==> src/verilog/conv3x3_pkg.sv <==
/*
	Shared types and constants for the streaming 3x3 RGB565 convolution filter.
	Holds the pixel union, the input beat and window structs and the lane result type.
	Every RTL file refers to these by scoped name.
*/

package conv3x3_pkg;

	// one RGB565 word
	localparam int PIXEL_WIDTH = 16;

	// red, green, blue lanes
	localparam int NUM_CHANNELS = 3;

	// green is the widest field
	localparam int CHAN_MAX_WIDTH = 6;

	// lane widths, index 0 = red, 1 = green, 2 = blue
	localparam int CHAN_WIDTHS [NUM_CHANNELS] = '{5, 6, 5};

	// colour fields, red in the top bits
	typedef struct packed {
		logic [4:0] red;
		logic [5:0] green;
		logic [4:0] blue;
	} rgb_t;

	// raw word for storage, rgb view for the lanes
	typedef union packed {
		logic [PIXEL_WIDTH-1:0] raw;
		rgb_t rgb;
	} pixel_u;

	// input beat
	// sof marks the first pixel of a frame
	typedef struct packed {
		logic sof;
		pixel_u data;
	} pix_in_t;

	// 3x3 neighbourhood
	// top row is the oldest line, right column the newest pixel
	typedef struct packed {
		pixel_u top_left;
		pixel_u top;
		pixel_u top_right;
		pixel_u mid_left;
		pixel_u center;
		pixel_u mid_right;
		pixel_u bot_left;
		pixel_u bot;
		pixel_u bot_right;
	} window_t;

	// one lane result, 5-bit lanes sit zero-extended in the low bits
	typedef logic [CHAN_MAX_WIDTH-1:0] chan_t;

endpackage

==> src/verilog/pixel_pack.sv <==
/*
	Output stage of the filter.
	Packs the three lane results into one RGB565 word and holds it until taken.
	adv is the pipeline enable for every stage and the input ready.
*/

`timescale 1ns/1ps

module pixel_pack (
	input  logic                clk,
	input  logic                reset,
	input  conv3x3_pkg::chan_t  lane_val [conv3x3_pkg::NUM_CHANNELS],
	input  logic                lane_valid,
	input  logic                out_ready,
	output logic                adv,
	output logic                out_valid,
	output conv3x3_pkg::pixel_u out_pix
);

	// move when the output slot is empty or being taken
	assign adv = ~out_valid | out_ready;

	// output valid
	always_ff @(posedge clk or posedge reset) begin
		if (reset)
			out_valid <= 1'b0;
		else if (adv)
			out_valid <= lane_valid;
	end

	// field placement through the rgb view
	// lane 0 red, lane 1 green, lane 2 blue
	always_ff @(posedge clk) begin
		if (adv && lane_valid) begin
			out_pix.rgb.red   <= lane_val[0][conv3x3_pkg::CHAN_WIDTHS[0]-1:0];
			out_pix.rgb.green <= lane_val[1][conv3x3_pkg::CHAN_WIDTHS[1]-1:0];
			out_pix.rgb.blue  <= lane_val[2][conv3x3_pkg::CHAN_WIDTHS[2]-1:0];
		end
	end

endmodule
==> config.mk <==
export PLATFORM = sky130hd
export DESIGN_NAME = pixel_pack
export DESIGN_NICKNAME = d
export VERILOG_FILES = /design/src/verilog/conv3x3_pkg.sv /design/src/verilog/pixel_pack.sv
export SDC_FILE = /design/constraint.sdc
export NUM_CORES = 1
export LEC_CHECK = 0
export BUFFER_PORTS_ARGS = -buffer_cell sky130_fd_sc_hd__buf_2
export CAP_MARGIN = 20
export CORE_MARGIN = 2
export CORE_UTILIZATION = 33
export CTS_BUF_LIST = sky130_fd_sc_hd__clkbuf_16
export DETAILED_ROUTE_END_ITERATION = 8
export GPL_ROUTABILITY_DRIVEN = 0
export GPL_TIMING_DRIVEN = 0
export PLACE_DENSITY = 0.74
export SLEW_MARGIN = 15
export SYNTH_ARGS = -nofsm -noshare
export SYNTH_HDL_FRONTEND = slang
export SYNTH_SLANG_ARGS = --single-unit
==> constraint.sdc <==
create_clock -name clk -period 1 [get_ports clk]
set_input_delay 0.1 -clock clk [delete_from_list [all_inputs] [get_ports clk]]
set_output_delay 0.1 -clock clk [all_outputs]
set_load 0.05 [all_outputs]
==> summary.txt, run 1 <==
Run status
  • Status: complete, but fails checks
  • Failing checks: setup timing

Detailed routing
  • Post-DR wirelength/cell: 12.3 um
  • DR vias/cell: 4.38
  • Vias: 350
  • Final ANT Viol Nets: 0
  • Drt first pass iters: 2
  • DRC viols: 0
  • Initial DRC Count: 1
  • WL final: 982 um

Worst setup path
  • CP Capture Type: register
  • Critical path arrival: 0.96 ns
  • CP required: 0.95 ns
  • Maximum fanout along the worst path: 8
  • Worst setup SP type: register
  • Crit. Startpoint: out_valid
  • Reg-to-Reg Start: out_valid
  • Crit path kind: register to register

Clock network
  • Worst-path clk slew: 0.05 ns
  • Setup Buffers After CTS: 0
  • Clock sink count: 17
  • Depth of the CTS H-tree: 1
  • Clock root cell: clkbuf_16
  • CTS tree: yes
  • Clk Latency, worst-skew pair: 0.24 ns
  • CTS Buf Count: 3
  • CTS max path bufs: 2

Place
  • Area post-placement: 744 sq um
  • Pre-CTS WS: -0.0799 ns
  • Placed cells: 74
  • Port bufs: 37

Power and ir drop
  • Switching Fraction: 22.9%
  • Leakage power total: 0.382 nW
  • Cell Pwr Density: 2180 mW/mm^2
  • Overall power: 1.85 mW
  • Max rail drop VDD: 0.00105 V
  • Power share of the clock group: 40.8%
  • Reg power frac: 45.3%
  • Power share of the combinational group: 13.9%
  • Internal Power: 1.43 mW
  • Switch Pwr: 0.425 mW

Floorplanning
  • Std cell rows: 14
  • Total core area: 0.00152 sq mm
  • IO Pins: 40
  • Die area: 0.00197 sq mm
  • Chip height: 44.4 um
  • Die X: 44.4 um
  • Initial Util: 35.3%

GRT
  • First-pass GRT wire length: 1.57 mm
  • GRT Total Usage: 11.7%
  • Grt total ovfl: 0
  • Vias in the first global route: 328
  • Largest net degree at the start of global routing: 10
  • Initial antenna violation count: 0

Yosys
  • Cell taking the most area after synthesis: edfxtp_1
  • Sequential area share after synthesis: 94.0%
  • YS warnings: 0
  • Post-synth top area share: 89.3%
  • Mapped Area: 538 sq um
  • Number of distinct library cells after synthesis: 6
  • Synthesized netlist cell count: 21
  • Leading post-synthesis cells by cell area: edfxtp_1, dfrtp_1, nand2b_4, and2_4, nand2b_1
  • Net Count, Synth: 43
  • Yosys reg bits: 17
  • Avg Cell Area, Syn: 25.6 sq um

Layout
  • Layout cells sized above 1: 68.8%
  • Finished Core Util: 55.7%
  • Most frequent cells in the layout: buf_2, edfxtp_1, clkbuf_16
  • Leading cell type in the layout, fill and taps excluded: buf_2
  • Fill cell count: 139
  • Post-Layout Cell Count: 80
  • Ant. Diodes: 0
  • Area of the multi-input gates: 37.5 sq um
  • Post-route cell area: 848 sq um
  • # nets final: 87
  • Storage cell area: 507 sq um
  • Area Growth Syn to Fin: 57.7%

Timing
  • Slew Limit Fails: 0
  • Clk_skew: 0.00148 ns
  • Rel. slew slack: 82.9%
  • Fmax: 989 MHz
  • Hold slack: 0.0321 ns
  • Final setup margin: -0.0110 ns
  • Slew @ Worst Pin: 0.258 ns
  • RSZ-0062 raised after global routing: yes
  • Fin. Hold Viols: 0
  • Setup_tns: -0.113 ns
  • Minimum clock period after layout: 1.01 ns
  • Tcrit/Tclk final: 101%
  • Final Setup Violations: 17

Job
  • Max cap viols: 0

Worst hold path
  • HP Start: lane_val[6]
  • Hold Path Class: primary input to register
[final cells by class]
class                   instances  share of cell area, %
clock buffers                   3                   8.85
clock inverters                 1                  0.442
inverters                       1                  0.442
multi-input cells               4                   4.42
flip-flops and latches         17                   59.7
well taps                      16                   2.36
repair buffers                 38                   23.7
[sequential cells by signal, summed over array words and instances (netlist names)]
name and flops:
out_pix 16, out_valid 1
[Yosys cell counts (all sizes together)]
cell     n
and2     1
dfrtp    1
nand2b   2
edfxtp  16
inv      1
[final timing paths]
kind	to	slack [ns]	cells past startpoint
worst max-delay path	out_pix[0]	-0.01	2
worst min-delay path	out_pix[5]	0.03	1
worst max register to register	out_pix[0]	-0.01	2
worst min register to register	out_valid	0.55	2
max in group asynchronous	out_valid	0.66	3
min in group asynchronous	out_valid	0.24	3
[power groups by stage]
| stage | clock [mW] | sequential, mW | combinational, mW |
|---|---|---|---|
| after global placement | 0 | 0.852 | 0.243 |
| after CTS | 0.774 | 0.839 | 0.261 |
| after floorplan | 0 | 0.988 | 0.0339 |
| final | 0.756 | 0.839 | 0.257 |
| after detailed placement | 0 | 0.852 | 0.247 |
| after global routing | 0.812 | 0.842 | 0.273 |
[metal layers]
| metal | wire [um] | track usage (%) |
|---|---|---|
| met5 | 0 | 0 |
| met2 | 422 | 15.6 |
| met1 | 418 | 17.1 |
| met3 | 141 | 5.31 |
| met4 | 0 | 3.64 |
[critical path: stages, from the launching register on]
cell and delay, ns:
dfrtp_2 0.42, nand2b_4 0.09, and2_4 0.21
[kinds of logic after synthesis]
group	after synthesis	share of synthesized area, %
flip-flops	17	94.0
AND/OR/NAND/NOR	3	5.35
buffers and inverters	1	0.697
[what timing repair did]
action                     4_1_cts  5_1_grt
cloned                           1        0
resized for setup                3        0
pin swaps                        1        1
hold buffers                     1        0
hold endpoints to repair         1        0
setup endpoints to repair       17       18
Power figures use the tool's default switching activity.
==> run 2, diff against run 1 <==
--- a/config.mk
+++ b/config.mk
@@ -5,7 +5,7 @@
 export SDC_FILE = /design/constraint.sdc
 export NUM_CORES = 1
 export LEC_CHECK = 0
-export BUFFER_PORTS_ARGS = -buffer_cell sky130_fd_sc_hd__buf_2
+export BUFFER_PORTS_ARGS = -buffer_cell sky130_fd_sc_hd__buf_4
 export CAP_MARGIN = 20
 export CORE_MARGIN = 2
 export CORE_UTILIZATION = 33
==> summary.txt, run 2 (synthesis gave the netlist of run 1 again) <==
Timing
  • Final setup margin: -0.0153 ns (was -0.0110 ns)
  • Final Setup Violations: 17 (unchanged)
  • Clk_skew: 0.00129 ns (was 0.00148 ns)
  • Fmax: 985 MHz (was 989 MHz)
  • Rel. slew slack: 89.9% (was 82.9%)
  • Minimum clock period after layout: 1.02 ns (was 1.01 ns)
  • RSZ-0062 raised after global routing: yes (unchanged)
  • Tcrit/Tclk final: 102% (was 101%)
  • Slew @ Worst Pin: 0.153 ns (was 0.258 ns)
  • Fin. Hold Viols: 0 (unchanged)
  • Slew Limit Fails: 0 (unchanged)

Worst hold path
  • Hold Path Class: primary input to register (unchanged)

Layout
  • Storage cell area: 507 sq um (unchanged)
  • Most flops, register: out_pix (unchanged)
  • Post-route cell area: 938 sq um (was 848 sq um)
  • Largest registers: out_pix: 16 flops, out_valid: 1 flops (unchanged)
  • Area Growth Syn to Fin: 74.4% (was 57.7%)
  • Post-Layout Cell Count: 80 (unchanged)
  • Ant. Diodes: 0 (unchanged)
  • # nets final: 87 (unchanged)
  • Leading cell type in the layout, fill and taps excluded: buf_4 (was buf_2)
  • Most frequent cells in the layout: buf_4, edfxtp_1, clkbuf_16 (was buf_2, edfxtp_1, clkbuf_16)
  • Layout cells sized above 1: 68.8% (unchanged)
  • Max FFs per register: 16 (unchanged)
  • Fill cell count: 126 (was 139)
  • Area of the multi-input gates: 37.5 sq um (unchanged)

Worst setup path
  • Maximum fanout along the worst path: 8 (unchanged)
  • Top delay family on crit path: flip-flops (unchanged)
  • Buf/Inv on CP: 0 (unchanged)
  • CP Capture Type: register (unchanged)
  • Critical path arrival: 0.96 ns (about the same)
  • Worst setup SP type: register (unchanged)
  • Slowest CP cell: dfrtp_2 (unchanged)
  • Critical-path cell list: nand2b_4 -> and2_4 (unchanged)
  • CP required: 0.95 ns (about the same)
  • Max incr delay on CP: 0.42 ns (about the same)
  • Crit path kind: register to register (unchanged)

Detailed routing
  • Post-DR wirelength/cell: 13.7 um (was 12.3 um)
  • Vias: 355 (was 350)
  • Drt first pass iters: 1 (was 2)
  • DRC viols: 0 (unchanged)
  • Final ANT Viol Nets: 0 (unchanged)
  • WL final: 1.09 mm (was 982 um)
  • Initial DRC Count: 0 (was 1)
  • DR vias/cell: 4.44 (was 4.38)

Clock network
  • Clock root cell: clkbuf_16 (unchanged)
  • Clock sink count: 17 (unchanged)
  • CTS max path bufs: 2 (unchanged)
  • Depth of the CTS H-tree: 1 (unchanged)
  • Setup Buffers After CTS: 0 (unchanged)
  • CTS Buf Count: 3 (unchanged)
  • Worst-path clk slew: 0.05 ns (about the same)
  • CTS tree: yes (unchanged)
  • Clk Latency, worst-skew pair: 0.24 ns (about the same)

GRT
  • Initial antenna violation count: 0 (unchanged)
  • Vias in the first global route: 364 (was 328)
  • First-pass GRT wire length: 1.73 mm (was 1.57 mm)
  • Largest net degree at the start of global routing: 10 (unchanged)
  • GRT Total Usage: 13.4% (was 11.7%)
  • Grt total ovfl: 0 (unchanged)

Run status
  • Failing checks: setup timing (unchanged)
  • Status: complete, but fails checks (unchanged)

Place
  • Area post-placement: 837 sq um (was 744 sq um)
  • Placed cells: 74 (unchanged)
  • Pre-CTS WS: -0.0809 ns (was -0.0799 ns)
  • Dpl hpwl: 791 um
  • Port bufs: 37 (unchanged)

Power and ir drop
  • Cell Pwr Density: 2020 mW/mm^2 (was 2180 mW/mm^2)
  • Leakage power total: 0.414 nW (was 0.382 nW)
  • Max rail drop VDD: 0.00108 V (was 0.00105 V)

Floorplanning
  • Total core area: 0.00152 sq mm (unchanged)
  • Std cell rows: 14 (unchanged)
  • Die area: 0.00197 sq mm (unchanged)
  • Die X: 44.4 um (unchanged)
  • Chip height: 44.4 um (unchanged)
  • Initial Util: 35.3% (unchanged)
  • IO Pins: 40 (unchanged)

Job
  • Max cap viols: 0 (unchanged)
[run 2: changes by cell type in the layout (fill, tap and decap cells not counted)]
cell	previous run	this run
buf_2	36	0
buf_4	0	36
[run 2: area by class of cell]
cell class / instances / area share, %
clock buffer: 3 / 8.00
clock inverter: 1 / 0.400
inverter: 1 / 0.400
multi-input combinational: 4 / 4.00
sequential: 17 / 54.0
tap: 16 / 2.13
timing repair buffer: 38 / 31.1
[run 2: power breakdown]
part / switching [mW] / internal, mW / leakage (nW)
clock: 0.230 / 0.528 / 0.0423
sequential: 0.0121 / 0.829 / 0.162
combinational: 0.189 / 0.112 / 0.209
total: 0.431 / 1.47 / 0.414
[run 2: per-stage QoR]
step                      TNS (ns)  hold slack, ns  utilization (%)  total power, mW
final                       -0.202          0.0328             61.6             1.90
after global routing        -0.706          0.0264             61.6             1.97
after CTS                   -0.330          0.0291             61.6             1.92
after detailed placement     -1.29         -0.0494             54.9             1.15
after global placement       -1.14         -0.0558             54.9             1.14
after floorplan              -4.84          -0.171                -             1.02
[run 2: layer usage]
metal	share of wire (%)	up-vias	global-route usage (%)
met2	47	29	20.9
met3	15	2	6.53
met5	0	-	0
met1	38	158	14.2
li1	-	166	-
met4	0.46	0	9.09
[run 2: final timing paths]
check                             startpoint          end  slack (ns)  cells after the start
worst max-delay path               out_valid   out_pix[9]       -0.02                      2
worst min-delay path            lane_val[15]  out_pix[14]        0.03                      1
worst max register to register     out_valid   out_pix[9]       -0.02                      2
worst min register to register     out_valid    out_valid        0.56                      2
max in group asynchronous              reset    out_valid        0.64                      3
min in group asynchronous              reset    out_valid        0.25                      3
[run 2: repair_timing]
item | 4_1_cts | 5_1_grt
pin swaps | 1 | 0
gates resized for setup | 2 | 0
endpoints found under the hold margin | 1 | 0
setup endpoints to repair | 17 | 17
cloned | 1 | 0
hold buffers | 1 | 0
