File: config.mk
export PLATFORM = sky130hd
export DESIGN_NAME = channel_kernel
export DESIGN_NICKNAME = d
export VERILOG_FILES = /design/src/verilog/conv3x3_pkg.sv /design/src/verilog/channel_kernel.sv
export SDC_FILE = /design/constraint.sdc
export NUM_CORES = 1
export LEC_CHECK = 0
export BUFFER_PORTS_ARGS = -buffer_cell sky130_fd_sc_hd__buf_2
export CAP_MARGIN = 20
export CORE_AREA = 2 2 61 63
export DETAILED_ROUTE_END_ITERATION = 6
export DIE_AREA = 0 0 63 65
export GPL_ROUTABILITY_DRIVEN = 0
export HOLD_SLACK_MARGIN = 0.03
export PLACE_DENSITY = 0.69
export SLEW_MARGIN = 25
export SYNTH_ARGS = -nofsm -noshare
export SYNTH_HDL_FRONTEND = slang
export SYNTH_SLANG_ARGS = --single-unit
File: constraint.sdc
create_clock -name clk -period 0.8 [get_ports clk]
set_input_delay 0.16 -clock clk [delete_from_list [all_inputs] [get_ports clk]]
set_output_delay 0.16 -clock clk [all_outputs]
set_load 0.005 [all_outputs]
File: src/verilog/conv3x3_pkg.sv
/*
	Shared types and constants for the streaming 3x3 RGB565 convolution filter.
	Holds the pixel union, the input beat and window structs and the lane result type.
	Every RTL file refers to these by scoped name.
*/

package conv3x3_pkg;

	// one RGB565 word
	localparam int PIXEL_WIDTH = 16;

	// red, green, blue lanes
	localparam int NUM_CHANNELS = 3;

	// green is the widest field
	localparam int CHAN_MAX_WIDTH = 6;

	// lane widths, index 0 = red, 1 = green, 2 = blue
	localparam int CHAN_WIDTHS [NUM_CHANNELS] = '{5, 6, 5};

	// colour fields, red in the top bits
	typedef struct packed {
		logic [4:0] red;
		logic [5:0] green;
		logic [4:0] blue;
	} rgb_t;

	// raw word for storage, rgb view for the lanes
	typedef union packed {
		logic [PIXEL_WIDTH-1:0] raw;
		rgb_t rgb;
	} pixel_u;

	// input beat
	// sof marks the first pixel of a frame
	typedef struct packed {
		logic sof;
		pixel_u data;
	} pix_in_t;

	// 3x3 neighbourhood
	// top row is the oldest line, right column the newest pixel
	typedef struct packed {
		pixel_u top_left;
		pixel_u top;
		pixel_u top_right;
		pixel_u mid_left;
		pixel_u center;
		pixel_u mid_right;
		pixel_u bot_left;
		pixel_u bot;
		pixel_u bot_right;
	} window_t;

	// one lane result, 5-bit lanes sit zero-extended in the low bits
	typedef logic [CHAN_MAX_WIDTH-1:0] chan_t;

endpackage

File: src/verilog/channel_kernel.sv
/*
	One colour lane of the 3x3 filter.
	Takes its field from all nine window pixels, applies the symmetric
	corner / edge / centre weights and registers the sum modulo 2^CHAN_WIDTH.
*/

`timescale 1ns/1ps

module channel_kernel #(
	parameter int CHAN_SEL      = 0,
	parameter int CHAN_WIDTH    = 5,
	parameter int WEIGHT_CORNER = 0,
	parameter int WEIGHT_EDGE   = 1,
	parameter int WEIGHT_CENTER = -4
) (
	input  logic                 clk,
	input  logic                 reset,
	input  logic                 adv,
	input  conv3x3_pkg::window_t win,
	input  logic                 win_valid,
	output conv3x3_pkg::chan_t   lane_val,
	output logic                 lane_valid
);

	// int weights times small sums stay well inside 32 bits
	localparam int SUM_WIDTH = 32;

	typedef logic signed [SUM_WIDTH-1:0] sum_t;

	sum_t corner_sum;
	sum_t edge_sum;
	sum_t center_val;
	sum_t total;

	// this lane's field of one pixel, zero-extended
	function automatic conv3x3_pkg::chan_t pick(conv3x3_pkg::pixel_u p);
		conv3x3_pkg::chan_t c;
		case (CHAN_SEL)
			0:       c = conv3x3_pkg::chan_t'(p.rgb.red);
			1:       c = conv3x3_pkg::chan_t'(p.rgb.green);
			default: c = conv3x3_pkg::chan_t'(p.rgb.blue);
		endcase
		return c;
	endfunction

	// symmetric kernel, one weight per ring position
	always_comb begin
		corner_sum = sum_t'(pick(win.top_left)) + sum_t'(pick(win.top_right))
			+ sum_t'(pick(win.bot_left)) + sum_t'(pick(win.bot_right));
		edge_sum = sum_t'(pick(win.top)) + sum_t'(pick(win.mid_left))
			+ sum_t'(pick(win.mid_right)) + sum_t'(pick(win.bot));
		center_val = sum_t'(pick(win.center));
		total = WEIGHT_CORNER * corner_sum + WEIGHT_EDGE * edge_sum
			+ WEIGHT_CENTER * center_val;
	end

	// valid flag
	always_ff @(posedge clk or posedge reset) begin
		if (reset)
			lane_valid <= 1'b0;
		else if (adv)
			lane_valid <= win_valid;
	end

	// low bits only, negative sums wrap
	always_ff @(posedge clk) begin
		if (adv)
			lane_val <= conv3x3_pkg::chan_t'(total[CHAN_WIDTH-1:0]);
	end

endmodule

==> reports/qor.txt, run 1 <==
gr ovfl total -> 0
critical path's largest stage delay -> 0.54 ns
Die H -> 65 um
Cell Rows -> 22
Hold Path Sink -> lane_valid
syn_nets -> 211
post-route cell area -> 932 um2
CTS Buffer Depth -> 2
clock power share -> 18.3%
count of port buffers added during placement -> 33
vias -> 447
Mapped Cells -> 49
Fillers -> 390
Via density -> 3.26
die span in x -> 63 um
Die ar. -> 4100 um2
RSZ-0062 raised after global routing -> true
Non-Filler Instances -> 137
Ant. Diodes -> 0
dpl cell area -> 852 um2
share of power burned in registers -> 31.5%
Post-Synth Simple-Gate Area -> 0%
complex-gate fraction of the synthesized area -> 0%
synthesized area -> 607 um2
Synth Area in XOR/XNOR -> 15.1%
Worst-Skew Late Latency -> 0.24 ns
largest net degree at the start of global routing -> 6
Max FO, Critical Path -> 1
CP max-delay cell -> fa_1
vias in the first global route -> 489
pwr dens -> 1780 nW/um2
CTS sink count -> 6
Layout Nets -> 252
RR Endpoint -> lane_valid
Leak -> 0.482 nW
Final Skew -> 0 ns
fmax -> 373 MHz
syn_area_per_cell -> 12.4 um2
Final ANT Viol Nets -> 0
outcome -> finished, violations left
most frequent cells in the layout -> 29 x buf_2, 16 x inv_1, 9 x fa_1
startpoint types -> input pin
Hold Path Cell Cnt -> 2
post-synthesis mux area share -> 1.86%
post-layout util -> 26.7%
Setup crit end kind -> register
area grow syn2layout -> 53.6%
register bit count reported by yosys -> 6
Ports -> 155
Synth Area in Adders -> 41.2%
DRT iter0 DRCs -> 1
Logic pwr share -> 50.3%
initial core utilization -> 17.4%
FF-to-FF path depth -> 2
Sw Pwr -> 0.500 mW
crit path time final -> 2.68 ns
post-synthesis cell type count -> 10
Reg2Reg Launch Point -> lane_valid
Setup-failing EPs final -> 13
Switching Share -> 30.1%
hold crit path type -> input pin to register
worst-margin pin slew -> 0.205 ns
initial antenna violation count -> 0
core area -> 3500 um2
Critical Path AT -> 2.67 ns
first-pass GRT wire length -> 1980 um
Cells after DPL -> 131
clock transition at the registers of the reported paths -> 0.05 ns
most common cell after layout, fill and taps aside -> buf_2
crit-path cells -> buf_6 -> fa_1 -> fa_1 -> fa_1 -> ha_2 -> fa_2 -> xnor2_2 -> xnor2_1 -> xnor2_1
Max Slew Vio Count -> 0
total power -> 1.66 mW
Req. time, crit path -> 0.79 ns
H-tree depth -> 1
DP HPWL -> 1060 um
critical path's most frequent cell -> fa_1
combinational family with the most area after synthesis -> adder cells
VDD IR max -> 0.491 mV
warnings from Yosys -> 0
Num CTS Buffers -> 3
share of cells above drive strength 1 -> 52.8%
CTS tree -> done
Hold Vio Cnt, Final -> 0
Max-Slew Margin vs Limit -> 86.2%
period utilization -> 335%
hold_sp -> win_valid
drt drc -> 0
GRT Resource Usage Total -> 6.56%
first-pass detailed-route iteration total -> 2
drt wl/cell -> 8.55 um
setup slack after layout -> -1.88 ns
Clock Root Buffer -> clkbuf_4
violated checks -> setup timing
Total Wirelength -> 1170 um
Internal -> 1.16 mW
WS Path Type -> input pin to register
Reg2Reg Setup Slack -> -0.05 ns
register area share after synthesis -> 28.9%
max capacitance violation total -> 0
## repair_timing
item / CTS / global route
hold endpoints to repair: 1 / 0
endpoints found under the setup margin: 12 / 13
gates resized for setup: 5 / 3
buffers inserted: 1 / 0
hold buffers: 1 / 0
pin swaps: 2 / 0
## power by group through the flow
stage	Combinational (mW)	Sequential, mW	Clock, mW
after detailed placement	0.809	0.531	0
final	0.836	0.523	0.303
after floorplan	0.518	0.541	0
after CTS	0.839	0.525	0.320
after global placement	0.769	0.531	0
after global routing	0.965	0.533	0.346
## cells by family after synthesis
logic type               after synthesis
XOR/XNOR                               8
adder cells (fa/ha/maj)               14
buffers and inverters                 20
flip-flops                             6
multiplexers                           1
## registers in the layout, indices dropped and copies added (netlist names)
signal	cells
lane_val	5
lane_valid	1
## per-layer routing
metal | vias up | GRT usage [%] | wire length, um
met3 | 2 | 3.47 | 140
met5 | - | 0 | 0
li1 | 219 | - | -
met4 | 0 | 2.50 | 6
met2 | 26 | 10.4 | 519
met1 | 200 | 7.47 | 504
## how the worst max path moves through the flow
stage | slack (ns) | end | depth (start not counted) | startpoint
final | -1.88 | lane_val[4] | 9 | win[93]
after CTS | -1.90 | lane_val[4] | 9 | win[93]
after global routing | -1.98 | lane_val[4] | 9 | win[93]
after detailed placement | -2.22 | lane_val[4] | 9 | win[93]
after floorplan | -2.00 | lane_val[4] | 8 | win[93]
after global placement | -2.15 | lane_val[4] | 9 | win[93]
## worst max-delay path: cells and delay by family
kind                       cells  cell delay [ns]
xor gates and xnor gates       3             0.40
adders and majority gates      5             2.01
buffers and inverters          1             0.09
## final cells by class
cell class	instances	area (um2)	area share, %
Tap cell	48	60.1	6.44
Timing Repair Buffer	37	226	24.3
Multi-Input combinational cell	23	365	39.2
Sequential cell	6	175	18.8
Clock buffer	4	26.3	2.82
Inverter	19	78.8	8.46
## synth_stat cells, drive strengths merged
cell type  number  area [um2]
mux2            1        11.3
ha              4        50.1
dfrtp           1        25.0
edfxtp          5         150
fa             10         200
buf             1        7.51
inv            19        71.3
xnor3           1        22.5
xnor2           7        68.8
## per-stage QoR
step,setup WS [ns],hold WS (ns),TNS [ns]
global placement,-2.15,-0.00249,-7.17
detailed placement,-2.22,-0.00306,-7.31
finish,-1.88,0.155,-6.46
floorplan,-2.00,-0.111,-6.39
global route,-1.98,0.140,-6.97
CTS,-1.90,0.147,-6.58
No activity file was read; power rests on OpenSTA's default activity.
==> run 2, diff against run 1 <==
==> constraint.sdc (replaced) <==
create_clock -name clk -period 2.85 [get_ports clk]
set_input_delay 0.57 -clock clk [delete_from_list [all_inputs] [get_ports clk]]
set_output_delay 0.57 -clock clk [all_outputs]
set_load 0.005 [all_outputs]
==> reports/qor.txt, run 2 (synthesis gave the netlist of run 1 again) <==
outcome -> finished, violations left
violated checks -> setup timing
fmax -> 327 MHz
FF-to-FF path depth -> 1 (-1)
core area -> 3500 um2 (unchanged)
initial antenna violation count -> 0 (unchanged)
die span in x -> 63 um (unchanged)
H-tree depth -> 1 (unchanged)
Max Slew Vio Count -> 0 (unchanged)
Setup crit end kind -> register
area grow syn2layout -> 43.3%
gr ovfl total -> 0 (unchanged)
worst-margin pin slew -> 0.179 ns (-0.0261 ns)
RR Endpoint -> lane_valid
CTS sink count -> 6 (unchanged)
Max-Slew Margin vs Limit -> 88.0% (+1.8 points)
Final Skew -> 0 ns (unchanged)
share of cells above drive strength 1 -> 48.2% (-4.6 points)
largest net degree at the start of global routing -> 7 (+1)
max reg flops -> 5 (unchanged)
Logic pwr share -> 49.6% (-0.7 points)
clock power share -> 18.4% (about the same)
Setup-failing EPs final -> 1 (-12)
WS Path Type -> input pin to register
clock transition at the registers of the reported paths -> 0.04 ns (about the same)
initial core utilization -> 17.4% (unchanged)
CTS Buffer Depth -> 2 (unchanged)
Reg2Reg Setup Slack -> 2.11 ns (+2.16 ns)
critical path's most frequent cell -> fa_1
Die H -> 65 um (unchanged)
crit path time final -> 3.06 ns
Worst-Skew Late Latency -> 0.24 ns (about the same)
Reg2Reg Launch Point -> lane_valid
count of port buffers added during placement -> 33 (unchanged)
Total Wirelength -> 1040 um (-11%)
Req. time, crit path -> 2.83 ns (+2.04 ns)
Leak -> 0.457 nW (-5.1%)
Critical Path AT -> 3.04 ns (+0.37 ns)
first-pass GRT wire length -> 1830 um (-7.7%)
Layout Nets -> 248 (-1.6%)
Cell Rows -> 22 (unchanged)
Place WS -> -0.584 ns (+1.64 ns)
VDD IR max -> 0.124 mV (-75%)
Max FO, Critical Path -> 1 (unchanged)
drt wl/cell -> 7.84 um (-8.3%)
Die ar. -> 4100 um2 (unchanged)
dpl cell area -> 830 um2 (-2.6%)
vias -> 421 (-5.8%)
Via density -> 3.17 (-3.0%)
most frequent cells in the layout -> 32 x buf_2, 19 x inv_1, 9 x fa_1
DP HPWL -> 999 um (-6.0%)
CTS tree -> done
Final TNS setup -> -0.210 ns (+6.25 ns)
drt drc -> 0 (unchanged)
first-pass detailed-route iteration total -> 2 (unchanged)
Switching Share -> 29.8% (-0.27 points)
crit-path cells -> buf_6 -> fa_1 -> fa_1 -> fa_1 -> ha_2 -> fa_2 -> xnor2_2 -> xnor2_1 -> xnor2_1
hold crit path type -> input pin to async pin
vias in the first global route -> 469 (-4.1%)
Hold Vio Cnt, Final -> 0 (unchanged)
DRT iter0 DRCs -> 2 (+1)
total power -> 0.450 mW (-73%)
CP max-delay cell -> fa_1
post-route cell area -> 870 um2 (-6.7%)
Final ANT Viol Nets -> 0 (unchanged)
Sw Pwr -> 0.134 mW (-73%)
Clock Root Buffer -> clkbuf_4
Post-CTS Setup Inserts -> 0 (-1)
Ant. Diodes -> 0 (unchanged)
max capacitance violation total -> 0 (unchanged)
CTS hold repair buffers -> 0 (-1)
Largest Register -> lane_val
Internal -> 0.316 mW (-73%)
top flop regs -> lane_val (5), lane_valid (1)
Ports -> 155 (unchanged)
Num CTS Buffers -> 3 (unchanged)
critical path's largest stage delay -> 0.55 ns (about the same)
RSZ-0062 raised after global routing -> true
setup slack after layout -> -0.210 ns (+1.67 ns)
startpoint types -> input pin
share of power burned in registers -> 31.9% (+0.4 points)
GRT Resource Usage Total -> 5.88% (-0.68 points)
pwr dens -> 517 nW/um2 (-71%)
most common cell after layout, fill and taps aside -> buf_2
period utilization -> 107%
-- run 2: changes by cell type in the layout (fill, tap and decap cells not counted), sizes merged --
cell         delta
buf             -3
dlygate4sd3     -1
-- run 2: through the flow --
| step | util (%) | cells | hold slack (ns) |
|---|---|---|---|
| after CTS | 24.9 | 133 | 0.163 |
| after global routing | 24.9 | 133 | 0.163 |
| after floorplan | - | 49 | 0.299 |
| after detailed placement | 23.7 | 129 | 0.421 |
| after global placement | 23.7 | 129 | 0.416 |
| final | 24.9 | 133 | 0.167 |
-- run 2: worst max path at each step --
stage,cells past startpoint,slack [ns],from,to
after floorplan,8,-0.36,win[93],lane_val[4]
after global placement,9,-0.56,win[93],lane_val[4]
after detailed placement,9,-0.58,win[93],lane_val[4]
after CTS,9,-0.22,win[93],lane_val[4]
after global routing,10,-0.33,win[94],lane_val[4]
final,9,-0.21,win[93],lane_val[4]
-- run 2: metal layers --
metal,wire [um],share of wire [%],vias to the layer above,global-route usage [%]
li1,-,-,210,-
met1,433,42,181,6.70
met2,462,44,28,9.57
met3,131,13,2,2.08
met4,15,1.4,0,3.33
met5,0,0,-,0
-- run 2: final cells by class --
type / count / area, um2
Sequential cell: 6 / 175
Clock buffer: 4 / 26.3
Multi-Input combinational cell: 23 / 365
Tap cell: 48 / 60.1
Inverter: 19 / 71.3
Fill cell: 405 / 2630
Timing Repair Buffer: 33 / 171
-- run 2: timing repair --
item                                    in CTS  in global routing
endpoints found under the setup margin       2                  1
pin swaps                                    5                  0
resized for setup                            2                  0
gates cloned                                 0                  0
-- run 2: power by group through the flow --
stage | registers (mW) | logic (mW) | clock network [mW]
3_5_place_dp | 0.146 | 0.221 | 0
4_1_cts | 0.144 | 0.231 | 0.0863
5_1_grt | 0.146 | 0.256 | 0.0902
6_report | 0.144 | 0.223 | 0.0829
3_3_place_gp | 0.145 | 0.220 | 0
2_1_floorplan | 0.152 | 0.145 | 0
-- run 2: critical path, delay by kind of cell --
kind,cells,cell delay (ns)
fa+ha+maj,5,1.97
xor+xnor,3,0.41
buf+inv,1,0.09
